<file path="config.mk">
export PLATFORM = sky130hd
export DESIGN_NAME = instrDecode
export DESIGN_NICKNAME = d
export VERILOG_FILES = /design/src/verilog/decodePkg.sv /design/src/verilog/aluDecode.sv /design/src/verilog/memDecode.sv /design/src/verilog/branchDecode.sv /design/src/verilog/writebackDecode.sv /design/src/verilog/exceptionDecode.sv /design/src/verilog/instrDecode.sv
export SDC_FILE = /design/constraint.sdc
export NUM_CORES = 1
export LEC_CHECK = 0
export ABC_AREA = 1
export BUFFER_PORTS_ARGS = -buffer_cell sky130_fd_sc_hd__buf_2
export CORE_ASPECT_RATIO = 1.25
export CORE_UTILIZATION = 42
export CTS_BUF_LIST = sky130_fd_sc_hd__clkbuf_4
export CTS_CLUSTER_SIZE = 14
export DETAILED_ROUTE_END_ITERATION = 16
export PLACE_DENSITY = 0.79
export SLEW_MARGIN = 40
export SYNTH_ARGS = -nofsm -noshare
export SYNTH_HDL_FRONTEND = slang
export SYNTH_SLANG_ARGS = --single-unit
export TNS_END_PERCENT = 50
</file>
<file path="constraint.sdc">
create_clock -name clk -period 1.85 [get_ports clk]
set_input_delay 0.185 -clock clk [delete_from_list [all_inputs] [get_ports clk]]
set_output_delay 0.185 -clock clk [all_outputs]
set_load 0.1 [all_outputs]
</file>
<file path="src/verilog/decodePkg.sv">
package decodePkg;

	// One instruction word, read as R-format or I-format
	typedef union packed {
		struct packed {
			logic [5:0] op;
			logic [4:0] rs;
			logic [4:0] rt;
			logic [4:0] rd;
			logic [4:0] shamt;
			logic [5:0] funct;
		} r;
		struct packed {
			logic [5:0] op;
			logic [4:0] rs;
			logic [4:0] rt;
			logic [15:0] imm;
		} i;
	} instrWord;

	//////////////////////////////////////////////////////////////////////
	// Opcodes
	//////////////////////////////////////////////////////////////////////
	localparam logic [5:0] OP_RTYPE  = 6'b000000;
	localparam logic [5:0] OP_REGIMM = 6'b000001; // BGEZ, BLTZ and the linking pair
	localparam logic [5:0] OP_J      = 6'b000010;
	localparam logic [5:0] OP_JAL    = 6'b000011;
	localparam logic [5:0] OP_BEQ    = 6'b000100;
	localparam logic [5:0] OP_BNE    = 6'b000101;
	localparam logic [5:0] OP_BLEZ   = 6'b000110;
	localparam logic [5:0] OP_BGTZ   = 6'b000111;
	localparam logic [5:0] OP_ADDI   = 6'b001000;
	localparam logic [5:0] OP_ADDIU  = 6'b001001;
	localparam logic [5:0] OP_SLTI   = 6'b001010;
	localparam logic [5:0] OP_SLTIU  = 6'b001011;
	localparam logic [5:0] OP_ANDI   = 6'b001100;
	localparam logic [5:0] OP_ORI    = 6'b001101;
	localparam logic [5:0] OP_XORI   = 6'b001110;
	localparam logic [5:0] OP_LUI    = 6'b001111;
	localparam logic [5:0] OP_COP0   = 6'b010000;
	localparam logic [5:0] OP_LB     = 6'b100000;
	localparam logic [5:0] OP_LH     = 6'b100001;
	localparam logic [5:0] OP_LW     = 6'b100011;
	localparam logic [5:0] OP_LBU    = 6'b100100;
	localparam logic [5:0] OP_LHU    = 6'b100101;
	localparam logic [5:0] OP_SB     = 6'b101000;
	localparam logic [5:0] OP_SH     = 6'b101001;
	localparam logic [5:0] OP_SW     = 6'b101011;

	// Funct field of R-type words
	localparam logic [5:0] FN_SLL = 6'd0, FN_SRL = 6'd2, FN_SRA = 6'd3;
	localparam logic [5:0] FN_SLLV = 6'd4, FN_SRLV = 6'd6, FN_SRAV = 6'd7;
	localparam logic [5:0] FN_JR = 6'd8, FN_JALR = 6'd9;
	localparam logic [5:0] FN_SYSCALL = 6'd12, FN_BREAK = 6'd13;
	localparam logic [5:0] FN_MFHI = 6'd16, FN_MTHI = 6'd17;
	localparam logic [5:0] FN_MFLO = 6'd18, FN_MTLO = 6'd19;
	localparam logic [5:0] FN_MULT = 6'd24, FN_MULTU = 6'd25;
	localparam logic [5:0] FN_DIV = 6'd26, FN_DIVU = 6'd27;
	localparam logic [5:0] FN_ADD = 6'd32, FN_ADDU = 6'd33;
	localparam logic [5:0] FN_SUB = 6'd34, FN_SUBU = 6'd35;
	localparam logic [5:0] FN_AND = 6'd36, FN_OR = 6'd37;
	localparam logic [5:0] FN_XOR = 6'd38, FN_NOR = 6'd39;
	localparam logic [5:0] FN_SLT = 6'd42, FN_SLTU = 6'd43;
	localparam logic [5:0] FN_ERET = 6'd24; // Only under OP_COP0

	// REGIMM rt codes and COP0 rs codes
	localparam logic [4:0] RT_BLTZ = 5'b00000, RT_BGEZ = 5'b00001;
	localparam logic [4:0] RT_BLTZAL = 5'b10000, RT_BGEZAL = 5'b10001;
	localparam logic [4:0] RS_MFC0 = 5'b00000, RS_MTC0 = 5'b00100;

	//////////////////////////////////////////////////////////////////////
	// Control encodings
	//////////////////////////////////////////////////////////////////////
	localparam logic [3:0] ALU_ADD = 4'd0, ALU_SUB = 4'd1, ALU_OR = 4'd2, ALU_AND = 4'd3;
	localparam logic [3:0] ALU_NOR = 4'd4, ALU_XOR = 4'd5, ALU_SLL = 4'd6, ALU_SRL = 4'd7;
	localparam logic [3:0] ALU_SRA = 4'd8, ALU_SLT = 4'd9, ALU_SLTU = 4'd10;
	localparam logic [3:0] ALU_ADDU = 4'd11, ALU_SUBU = 4'd12, ALU_NONE = 4'd15;

	localparam logic [1:0] EXT_ZERO = 2'd0, EXT_SIGN = 2'd1, EXT_UPPER = 2'd2;
	localparam logic [1:0] NPC_SEQ = 2'd0, NPC_BRANCH = 2'd1, NPC_JUMP = 2'd2, NPC_REG = 2'd3;
	localparam logic [1:0] MD_MULTU = 2'd0, MD_MULT = 2'd1, MD_DIVU = 2'd2, MD_DIV = 2'd3;

	localparam logic [2:0] DM_SB = 3'd0, DM_SH = 3'd1, DM_SW = 3'd2, DM_LBU = 3'd3;
	localparam logic [2:0] DM_LB = 3'd4, DM_LHU = 3'd5, DM_LH = 3'd6, DM_WORD = 3'd7;

	localparam logic [2:0] WB_HILO = 3'd0, WB_IMM = 3'd1, WB_ALU = 3'd2;
	localparam logic [2:0] WB_LINK = 3'd3, WB_MEM = 3'd4, WB_CP0 = 3'd5;

	localparam logic [1:0] DST_RT = 2'd0, DST_RD = 2'd1, DST_RA = 2'd2;

	// CP0 Cause.ExcCode values
	localparam logic [4:0] EXC_NONE = 5'd0, EXC_SYS = 5'd8, EXC_BP = 5'd9, EXC_RI = 5'd10;

endpackage

</file>
<file path="src/verilog/aluDecode.sv">
`timescale 1ns/10ps

module aluDecode (
	input decodePkg::instrWord instr,
	output logic [3:0] aluOp,
	output logic shamtSel,
	output logic [1:0] extOp,
	output logic hiLoWr,
	output logic mdStart,
	output logic [1:0] mdOp,
	output logic [1:0] hiLoWrSel,
	output logic hiLoRdSel,
	output logic hiLoAccess
);
	import decodePkg::*;

	logic isRtype;
	logic [5:0] funct;

	assign isRtype = (instr.r.op == OP_RTYPE);
	assign funct = instr.r.funct;

	//////////////////////////////////////////////////////////////////////
	// ALU operation
	//////////////////////////////////////////////////////////////////////
	always_comb begin
		aluOp = ALU_NONE;
		case (instr.r.op)
			OP_RTYPE: begin
				case (funct)
					FN_ADD: aluOp = ALU_ADD;
					FN_ADDU: aluOp = ALU_ADDU;
					FN_SUB: aluOp = ALU_SUB;
					FN_SUBU: aluOp = ALU_SUBU;
					FN_AND: aluOp = ALU_AND;
					FN_OR: aluOp = ALU_OR;
					FN_NOR: aluOp = ALU_NOR;
					FN_XOR: aluOp = ALU_XOR;
					FN_SLL, FN_SLLV: aluOp = ALU_SLL; // Same shifter, amount source differs
					FN_SRL, FN_SRLV: aluOp = ALU_SRL;
					FN_SRA, FN_SRAV: aluOp = ALU_SRA;
					FN_SLT: aluOp = ALU_SLT;
					FN_SLTU: aluOp = ALU_SLTU;
					default: aluOp = ALU_NONE;
				endcase
			end
			OP_ADDI: aluOp = ALU_ADD;
			OP_ADDIU: aluOp = ALU_ADDU;
			OP_ANDI: aluOp = ALU_AND;
			OP_ORI: aluOp = ALU_OR;
			OP_XORI: aluOp = ALU_XOR;
			OP_SLTI: aluOp = ALU_SLT;
			OP_SLTIU: aluOp = ALU_SLTU;
			OP_LB, OP_LH, OP_LW, OP_LBU, OP_LHU,
			OP_SB, OP_SH, OP_SW: aluOp = ALU_ADD; // Address = base + offset
			default: aluOp = ALU_NONE;
		endcase
	end

	// Shift amount from the shamt field, not from rs
	assign shamtSel = isRtype && (funct inside {FN_SLL, FN_SRL, FN_SRA});

	always_comb begin
		case (instr.i.op)
			OP_ADDI, OP_ADDIU, OP_SLTI, OP_SLTIU,
			OP_LB, OP_LH, OP_LW, OP_LBU, OP_LHU,
			OP_SB, OP_SH, OP_SW: extOp = EXT_SIGN;
			OP_LUI: extOp = EXT_UPPER;
			default: extOp = EXT_ZERO; // ANDI, ORI, XORI
		endcase
	end

	//////////////////////////////////////////////////////////////////////
	// HI/LO multiply-divide unit
	//////////////////////////////////////////////////////////////////////
	assign mdStart = isRtype && (funct inside {FN_MULT, FN_MULTU, FN_DIV, FN_DIVU});

	always_comb begin
		hiLoWr = 1'b0;
		mdOp = MD_MULTU;
		if (isRtype) begin
			case (funct)
				FN_MULTU: hiLoWr = 1'b1;
				FN_MULT: begin
					hiLoWr = 1'b1;
					mdOp = MD_MULT;
				end
				FN_DIVU: begin
					hiLoWr = 1'b1;
					mdOp = MD_DIVU;
				end
				FN_DIV: begin
					hiLoWr = 1'b1;
					mdOp = MD_DIV;
				end
				FN_MTHI, FN_MTLO: hiLoWr = 1'b1;
				default: hiLoWr = 1'b0;
			endcase
		end
	end

	// 2 takes the unit's result, 1 writes HI from rs, 0 writes LO
	assign hiLoWrSel = mdStart ? 2'd2 : ((isRtype && funct == FN_MTHI) ? 2'd1 : 2'd0);
	assign hiLoRdSel = isRtype && (funct == FN_MFHI);
	assign hiLoAccess = hiLoWr || (isRtype && (funct inside {FN_MFHI, FN_MFLO}));

	always_comb begin
		mdImpliesWr: assert final (!mdStart || hiLoWr);
	end

endmodule

</file>
<file path="src/verilog/memDecode.sv">
`timescale 1ns/10ps

module memDecode (
	input decodePkg::instrWord instr,
	output logic dmRd,
	output logic dmWr,
	output logic [2:0] dmSel
);
	import decodePkg::*;

	assign dmRd = instr.i.op inside {OP_LB, OP_LH, OP_LW, OP_LBU, OP_LHU};

	always_comb begin
		case (instr.i.op)
			OP_SB, OP_SH, OP_SW: dmWr = 1'b1;
			default: dmWr = 1'b0;
		endcase
	end

	// Access size and sign handling for the data memory
	always_comb begin
		case (instr.i.op)
			OP_SB: dmSel = DM_SB;
			OP_SH: dmSel = DM_SH;
			OP_SW: dmSel = DM_SW;
			OP_LBU: dmSel = DM_LBU;
			OP_LB: dmSel = DM_LB;
			OP_LHU: dmSel = DM_LHU;
			OP_LH: dmSel = DM_LH;
			default: dmSel = DM_WORD; // LW and everything else
		endcase
	end

	always_comb begin
		rdWrExclusive: assert final (!(dmRd && dmWr));
	end

endmodule

</file>
<file path="src/verilog/branchDecode.sv">
`timescale 1ns/10ps

module branchDecode (
	input decodePkg::instrWord instr,
	input logic cmpEqual,
	input logic [1:0] cmpSign,
	output logic isBranch,
	output logic bjOp,
	output logic [1:0] npcOp
);
	import decodePkg::*;

	logic isJumpReg;
	logic isRegimmBr;
	logic condBranch;
	logic rsNeg;
	logic rsPos;

	assign isJumpReg = (instr.r.op == OP_RTYPE) && (instr.r.funct inside {FN_JR, FN_JALR});
	assign isRegimmBr = (instr.i.op == OP_REGIMM)
		&& (instr.i.rt inside {RT_BLTZ, RT_BGEZ, RT_BLTZAL, RT_BGEZAL});

	assign rsNeg = (cmpSign == 2'b10);
	assign rsPos = (cmpSign == 2'b01);

	always_comb begin
		case (instr.i.op)
			OP_BEQ, OP_BNE, OP_BLEZ, OP_BGTZ: condBranch = 1'b1;
			OP_REGIMM: condBranch = isRegimmBr;
			default: condBranch = 1'b0;
		endcase
	end

	assign bjOp = condBranch || isJumpReg;
	assign isBranch = bjOp || (instr.i.op == OP_J) || (instr.i.op == OP_JAL);

	//////////////////////////////////////////////////////////////////////
	// Next-PC select
	//////////////////////////////////////////////////////////////////////
	always_comb begin
		npcOp = NPC_SEQ;
		case (instr.i.op)
			OP_BEQ: if (cmpEqual) npcOp = NPC_BRANCH;
			OP_BNE: if (!cmpEqual) npcOp = NPC_BRANCH;
			OP_BGTZ: if (rsPos) npcOp = NPC_BRANCH;
			OP_BLEZ: if (!rsPos) npcOp = NPC_BRANCH; // Zero or negative
			OP_REGIMM: begin
				case (instr.i.rt)
					RT_BGEZ, RT_BGEZAL: if (!rsNeg) npcOp = NPC_BRANCH;
					RT_BLTZ, RT_BLTZAL: if (rsNeg) npcOp = NPC_BRANCH;
					default: npcOp = NPC_SEQ;
				endcase
			end
			OP_J, OP_JAL: npcOp = NPC_JUMP;
			OP_RTYPE: if (isJumpReg) npcOp = NPC_REG;
			default: npcOp = NPC_SEQ;
		endcase
	end

endmodule

</file>
<file path="src/verilog/writebackDecode.sv">
`timescale 1ns/10ps

module writebackDecode (
	input decodePkg::instrWord instr,
	output logic rfWr,
	output logic [1:0] dstSel,
	output logic [2:0] wbSel,
	output logic aluSrcImm
);
	import decodePkg::*;

	logic isMfc0;

	assign isMfc0 = (instr.r.op == OP_COP0) && (instr.r.rs == RS_MFC0);

	//////////////////////////////////////////////////////////////////////
	// Register-file write enable
	//////////////////////////////////////////////////////////////////////
	always_comb begin
		case (instr.r.op)
			OP_RTYPE: rfWr = instr.r.funct inside {
				FN_ADD, FN_ADDU, FN_SUB, FN_SUBU, FN_AND, FN_OR, FN_NOR, FN_XOR,
				FN_SLL, FN_SRL, FN_SRA, FN_SLLV, FN_SRLV, FN_SRAV, FN_SLT, FN_SLTU,
				FN_JALR, FN_MFHI, FN_MFLO};
			OP_ADDI, OP_ADDIU, OP_SLTI, OP_SLTIU,
			OP_ANDI, OP_ORI, OP_XORI, OP_LUI: rfWr = 1'b1;
			OP_REGIMM: rfWr = instr.i.rt inside {RT_BGEZAL, RT_BLTZAL}; // Linking branches
			OP_JAL: rfWr = 1'b1;
			OP_LB, OP_LH, OP_LW, OP_LBU, OP_LHU: rfWr = 1'b1;
			OP_COP0: rfWr = isMfc0;
			default: rfWr = 1'b0;
		endcase
	end

	always_comb begin
		case (instr.r.op)
			OP_RTYPE: dstSel = DST_RD;
			OP_REGIMM, OP_JAL: dstSel = DST_RA; // Return address into r31
			default: dstSel = DST_RT;
		endcase
	end

	// Write-back data source
	always_comb begin
		wbSel = WB_ALU;
		case (instr.r.op)
			OP_RTYPE: begin
				if (instr.r.funct inside {FN_MFHI, FN_MFLO, FN_MULT, FN_MULTU, FN_DIV, FN_DIVU})
					wbSel = WB_HILO;
				else if (instr.r.funct == FN_JALR)
					wbSel = WB_LINK;
			end
			OP_REGIMM, OP_JAL: wbSel = WB_LINK;
			OP_LB, OP_LH, OP_LW, OP_LBU, OP_LHU: wbSel = WB_MEM;
			OP_LUI: wbSel = WB_IMM;
			OP_COP0: if (isMfc0) wbSel = WB_CP0;
			default: wbSel = WB_ALU;
		endcase
	end

	assign aluSrcImm = (instr.r.op != OP_RTYPE); // Second operand from the extender

endmodule

</file>
<file path="src/verilog/exceptionDecode.sv">
`timescale 1ns/10ps

module exceptionDecode (
	input logic clk,
	input logic rst,
	input decodePkg::instrWord instr,
	input logic rfWr,
	input logic hiLoWr,
	input logic dmWr,
	input logic bjOp,
	input logic fetchExc,
	input logic fetchFlush,
	input logic [4:0] fetchExcCode,
	output logic excValid,
	output logic [4:0] excCode,
	output logic eretFlush,
	output logic cp0Wr,
	output logic cp0Rd
);
	import decodePkg::*;

	logic resetGuard; // High until the first edge out of reset
	logic isBreak;
	logic isSyscall;
	logic isCop0;
	logic instrValid;

	always_ff @(posedge clk) begin
		if (!rst)
			resetGuard <= 1'b1;
		else
			resetGuard <= 1'b0;
	end

	assign isBreak = (instr.r.op == OP_RTYPE) && (instr.r.funct == FN_BREAK);
	assign isSyscall = (instr.r.op == OP_RTYPE) && (instr.r.funct == FN_SYSCALL);
	assign isCop0 = (instr.r.op == OP_COP0);

	// Anything none of the decoders claims is reserved
	assign instrValid = rfWr || hiLoWr || dmWr || isBreak || isSyscall || isCop0 || bjOp
		|| (instr.r.op == OP_J) || (instr.r.op == OP_JAL);

	//////////////////////////////////////////////////////////////////////
	// Exception priority
	//////////////////////////////////////////////////////////////////////
	always_comb begin
		excValid = 1'b1;
		if (fetchExc)
			excCode = fetchExcCode; // Older exception wins
		else if (!instrValid && !resetGuard && !fetchFlush)
			excCode = EXC_RI;
		else if (isBreak)
			excCode = EXC_BP;
		else if (isSyscall)
			excCode = EXC_SYS;
		else begin
			excValid = 1'b0;
			excCode = EXC_NONE;
		end
	end

	assign eretFlush = isCop0 && (instr.r.funct == FN_ERET);
	assign cp0Wr = isCop0 && (instr.r.rs == RS_MTC0);
	assign cp0Rd = isCop0 && (instr.r.rs == RS_MFC0);

	idleCodeNone: assert property (@(posedge clk) disable iff (!rst)
		!excValid |-> excCode == EXC_NONE);

endmodule

</file>
<file path="src/verilog/instrDecode.sv">
`timescale 1ns/10ps

module instrDecode (
	input logic clk,
	input logic rst,
	input decodePkg::instrWord instr,
	input logic cmpEqual,
	input logic [1:0] cmpSign,
	input logic fetchExc,
	input logic [4:0] fetchExcCode,
	input logic fetchFlush,
	output logic [3:0] aluOp,
	output logic shamtSel,
	output logic [1:0] extOp,
	output logic hiLoWr,
	output logic mdStart,
	output logic [1:0] mdOp,
	output logic [1:0] hiLoWrSel,
	output logic hiLoRdSel,
	output logic hiLoAccess,
	output logic dmRd,
	output logic dmWr,
	output logic [2:0] dmSel,
	output logic isBranch,
	output logic bjOp,
	output logic [1:0] npcOp,
	output logic rfWr,
	output logic [1:0] dstSel,
	output logic [2:0] wbSel,
	output logic aluSrcImm,
	output logic excValid,
	output logic [4:0] excCode,
	output logic eretFlush,
	output logic cp0Wr,
	output logic cp0Rd
);

	aluDecode uAlu (.instr, .aluOp, .shamtSel, .extOp, .hiLoWr, .mdStart, .mdOp,
		.hiLoWrSel, .hiLoRdSel, .hiLoAccess);

	memDecode uMem (.instr, .dmRd, .dmWr, .dmSel);

	branchDecode uBranch (.instr, .cmpEqual, .cmpSign, .isBranch, .bjOp, .npcOp);

	writebackDecode uWriteback (.instr, .rfWr, .dstSel, .wbSel, .aluSrcImm);

	// rfWr, hiLoWr, dmWr and bjOp double as the valid-instruction terms
	exceptionDecode uException (
		.clk,
		.rst,
		.instr,
		.rfWr,
		.hiLoWr,
		.dmWr,
		.bjOp,
		.fetchExc,
		.fetchFlush,
		.fetchExcCode,
		.excValid,
		.excCode,
		.eretFlush,
		.cp0Wr,
		.cp0Rd
	);

endmodule

</file>
==> impl_metrics.toml, run 1 <==
[logic_synthesis]
ys_top_cells_by_area = "nand2_1 16%, inv_1 13%, nand3_1 9.9%, nor2_1 9.3%, nor2_2 4.8%"
synth_cell_types = 36
synth_most_common_cell = "nand2_1"
syn_nets = 272
yosysSeqAreaShare_pct = 1.719
synth_common_cells = "51 x nand2_1, 40 x inv_1, 29 x nor2_1, 23 x nand3_1, 9 x nor2_2"
async_reset_ff_share_pct = 0
yosys.area.top_type_share_pct = 16.43
ys_warn_count = 0
synth_flop_cell = "dfxtp_1"
synth_edf_count = 0
ys_ff_latch = 1
synth_area_um2 = 1165
syn_area_per_cell_um2 = 5.200
synth_top_area_cell = "nand2_1"
syn-instance-count = 224

[place]
gp_congestion = 0.9469
dp_hpwl_um = 5464
portBuffers = 73

[outcome]
lastStage = "4_1_cts"
status = "did not finish"
error = "[ERROR DPL-0033] detailed placement checks failed during check placement."

[floorplan]
row_count = 21
dieHeight_um = 60.88
pin_count = 84
fp.dieW_um = 49.11
initial_core_util_pct = 43.89

[clock_tree]
post-cts-setup-buffer-count = 2
cts_hold_buf = 0
cts_resized = 24
[metrics by stage]
step	cells	hold slack, ps	area (um2)	worst slack, ps	setup TNS, ps
detailed placement	353	344.2	2517	-239.7	-755.6
global placement	353	333.1	2517	-99.32	-226.7
floorplan	224	241.5	1489	-211.2	-1863
[cell families after synthesis]
group                    count (synthesis)  share of synthesized area [%]
buffers and inverters                   49                          17.40
multiplexers                             1                         0.8593
flip-flops                               1                          1.719
AO/OA/AOI/OAI                           27                          16.33
AND/OR/NAND/NOR                        141                          58.65
adder cells (fa/ha/maj)                  4                          4.297
XOR/XNOR                                 1                         0.7520
==> inputs of run 2 (changes only) <==
--- a/config.mk
+++ b/config.mk
@@ -7,12 +7,10 @@
 export LEC_CHECK = 0
 export ABC_AREA = 1
 export BUFFER_PORTS_ARGS = -buffer_cell sky130_fd_sc_hd__buf_2
-export CORE_ASPECT_RATIO = 1.25
-export CORE_UTILIZATION = 42
-export CTS_BUF_LIST = sky130_fd_sc_hd__clkbuf_4
-export CTS_CLUSTER_SIZE = 14
+export CORE_AREA = 2 2 63 65
 export DETAILED_ROUTE_END_ITERATION = 16
-export PLACE_DENSITY = 0.79
+export DIE_AREA = 0 0 65 67
+export PLACE_DENSITY_LB_ADDON = 0.15
 export SLEW_MARGIN = 40
 export SYNTH_ARGS = -nofsm -noshare
 export SYNTH_HDL_FRONTEND = slang
==> run 2 against run 1 <==
The run now ends clean; synthesized cell count did not move; area after synthesis did not move.
==> impl_metrics.toml, run 2 <==
[worst_hold_path]
hp-class = "input port to flop"
worstHoldStart = "rst"
holdPathEnd = "uException.resetGuard$_DFF_P_"
min_path_cells = 2

[timing]
setup_tns_ps = 0
layout_setup_ws_ps = 42.07
worstMarginPinSlew_ps = 486.7
period_needed_ps = 1808
slew-limit-headroom_pct = 67.78
clock.fmax_ghz = 0.5531
hold_violations = 0
fin_crit_sh_pct = 97.73
slew_violations = 0
grt_setup_unrepaired = "true"
setup_viol = 0

[logic_synthesis]
syn_nets = 272
synth_common_cells = "51 x nand2_1, 40 x inv_1, 29 x nor2_1, 23 x nand3_1, 9 x nor2_2"
syn_area_per_cell_um2 = 5.200
yosys.area.top_type_share_pct = 16.43
ys_top_cells_by_area = "nand2_1 16%, inv_1 13%, nand3_1 9.9%, nor2_1 9.3%, nor2_2 4.8%"
synth_area_um2 = 1165
synth_most_common_cell = "nand2_1"
synth_flop_cell = "dfxtp_1"
syn-instance-count = 224
ys_ff_latch = 1
synth_edf_count = 0
synth_cell_types = 36
async_reset_ff_share_pct = 0
synth_top_area_cell = "nand2_1"
yosysSeqAreaShare_pct = 1.719
ys_warn_count = 0

[detailed_routing]
drc = 0
wire_per_inst_um = 12.40
finalWirelength_um = 4625
first_pass_iters = 5
vias = 1839
via_per_inst = 4.930
drtIter0Drc = 40
antenna_left = 0

[grt]
grt_overflow_total = 0
grt_use_met1_pct = 26.55
antenna_found_initial = 0
use_met2_pct = 39.05
grt_pass1_vias = 1682
met3_usage_pct = 1.520
grt_first_pass_wirelength_um = 7389
track_usage_pct = 20.93
globalRoute.busiestLayer = "met2"
grt_max_degree = 10

[setup_path]
required_ps = 1660
cp_slowest_cell = "nor2_4"
crit_arrival_ps = 1620
crit_path_end_kind = "output port"
critical_path_class = "input port to output port"
cp_cell_sequence = "buf_2 -> nor2_4 -> nand3_4 -> buf_4 -> nor2_1 -> inv_1 -> o221ai_2 -> buf_12"
startpoint_type = "input port"
slowest_delay_ps = 250
worstPathMaxFanout = 7

[outcome]
status = "completed"

[clock_tree]
path_clk_slew_ps = 0
cts_hold_buf = 0

[place]
portBuffers = 73
place_ws_ps = -71.83
dp_hpwl_um = 4006
gp_congestion = 0.9193

[layout]
layout_common_cells = "43 x nand2_1, 39 x buf_2, 32 x buf_12, 30 x inv_1, 30 x buf_4"
top_regs = "uException.resetGuard: 1 flops"
fin_nets = 375
diodes = 0
layout_commonest_cell = "nand2_1"
fillers = 302
syn_to_final_growth_pct = 127.8
regMostFlops = "uException.resetGuard"
largest_register_ffs = 1
drive_gt1_share_pct = 56.00

[floorplan]
row_count = 22
coreArea_um2 = 3606
die-area_um2 = 4355
fp.dieW_um = 65
dieHeight_um = 67
pin_count = 84
initial_core_util_pct = 32.30

[power_and_ir_drop]
p_per_area_nw_per_um2 = 271.1
p_leak_uw = 0.001296
peakVddDrop_v = 0.0001926

[flow_run]
cap_violations = 0
## run 2: per-layer routing
layer,part of all wire (%),vias to the layer above
li1,-,944
met1,41,831
met2,52,59
met3,5.6,5
met4,0.97,0
met5,0,-
## run 2: cell type report
cell class / instances / area, um2 / share of cell area [%]
inverters: 46 / 207.7 / 7.826
repair buffers: 104 / 1095 / 41.25
flip-flops and latches: 1 / 20.02 / 0.7544
well taps: 48 / 60.06 / 2.263
multi-input cells: 174 / 1271 / 47.90
## run 2: repair_timing
item	4_1_cts	5_1_grt
endpoints found under the setup margin	4	8
buffers inserted	1	3
pin swaps	4	12
gates resized for setup	7	17
## run 2: through the flow
stage | power [uW] | utilization, % | instances | cell area, um2 | hold WS, ps
4_1_cts | 705.1 | 71.48 | 370 | 2577 | 335.4
3_3_place_gp | 695.8 | 70.71 | 369 | 2550 | 332.1
2_1_floorplan | 463.8 | - | 224 | 1489 | 241.5
3_5_place_dp | 699.8 | 70.71 | 369 | 2550 | 335.4
6_report | 719.4 | 73.59 | 373 | 2654 | 334.7
5_1_grt | 757.1 | 73.59 | 373 | 2654 | 345.4
## run 2: cell families after synthesis
logic type                 after synthesis  synth area share [%]
xor gates and xnor gates                 1                0.7520
buffers and inverters                   49                 17.40
AOI/OAI and AO/OA                       27                 16.33
muxes                                    1                0.8593
and+or+nand+nor                        141                 58.65
DFF                                      1                 1.719
adders and majority gates                4                 4.297
## run 2: report_power, final
part | internal, uW | switching (uW) | total [uW]
clock network | 0 | 0 | 0
logic | 233 | 463 | 696
registers | 23.2 | 0.299 | 23.5
total | 256 | 464 | 719
## run 2: critical path: cells and delay by family
kind	cells	cell delay, ps
AO/OA/AOI/OAI	1	230
buffers and inverters	4	680
AND/OR/NAND/NOR	3	520
## run 2: how the worst max path moves through the flow
| stage | startpoint | endpoint | slack (ps) |
|---|---|---|---|
| after floorplan | instr[3] | excCode[3] | -210 |
| after global placement | instr[0] | excCode[3] | -50 |
| after detailed placement | instr[0] | excCode[3] | -70 |
| after CTS | instr[0] | excCode[3] | 10 |
| after global routing | instr[1] | excCode[1] | -60 |
| final | instr[27] | wbSel[1] | 40 |
Note: power is estimated with default switching activity, not from simulation.
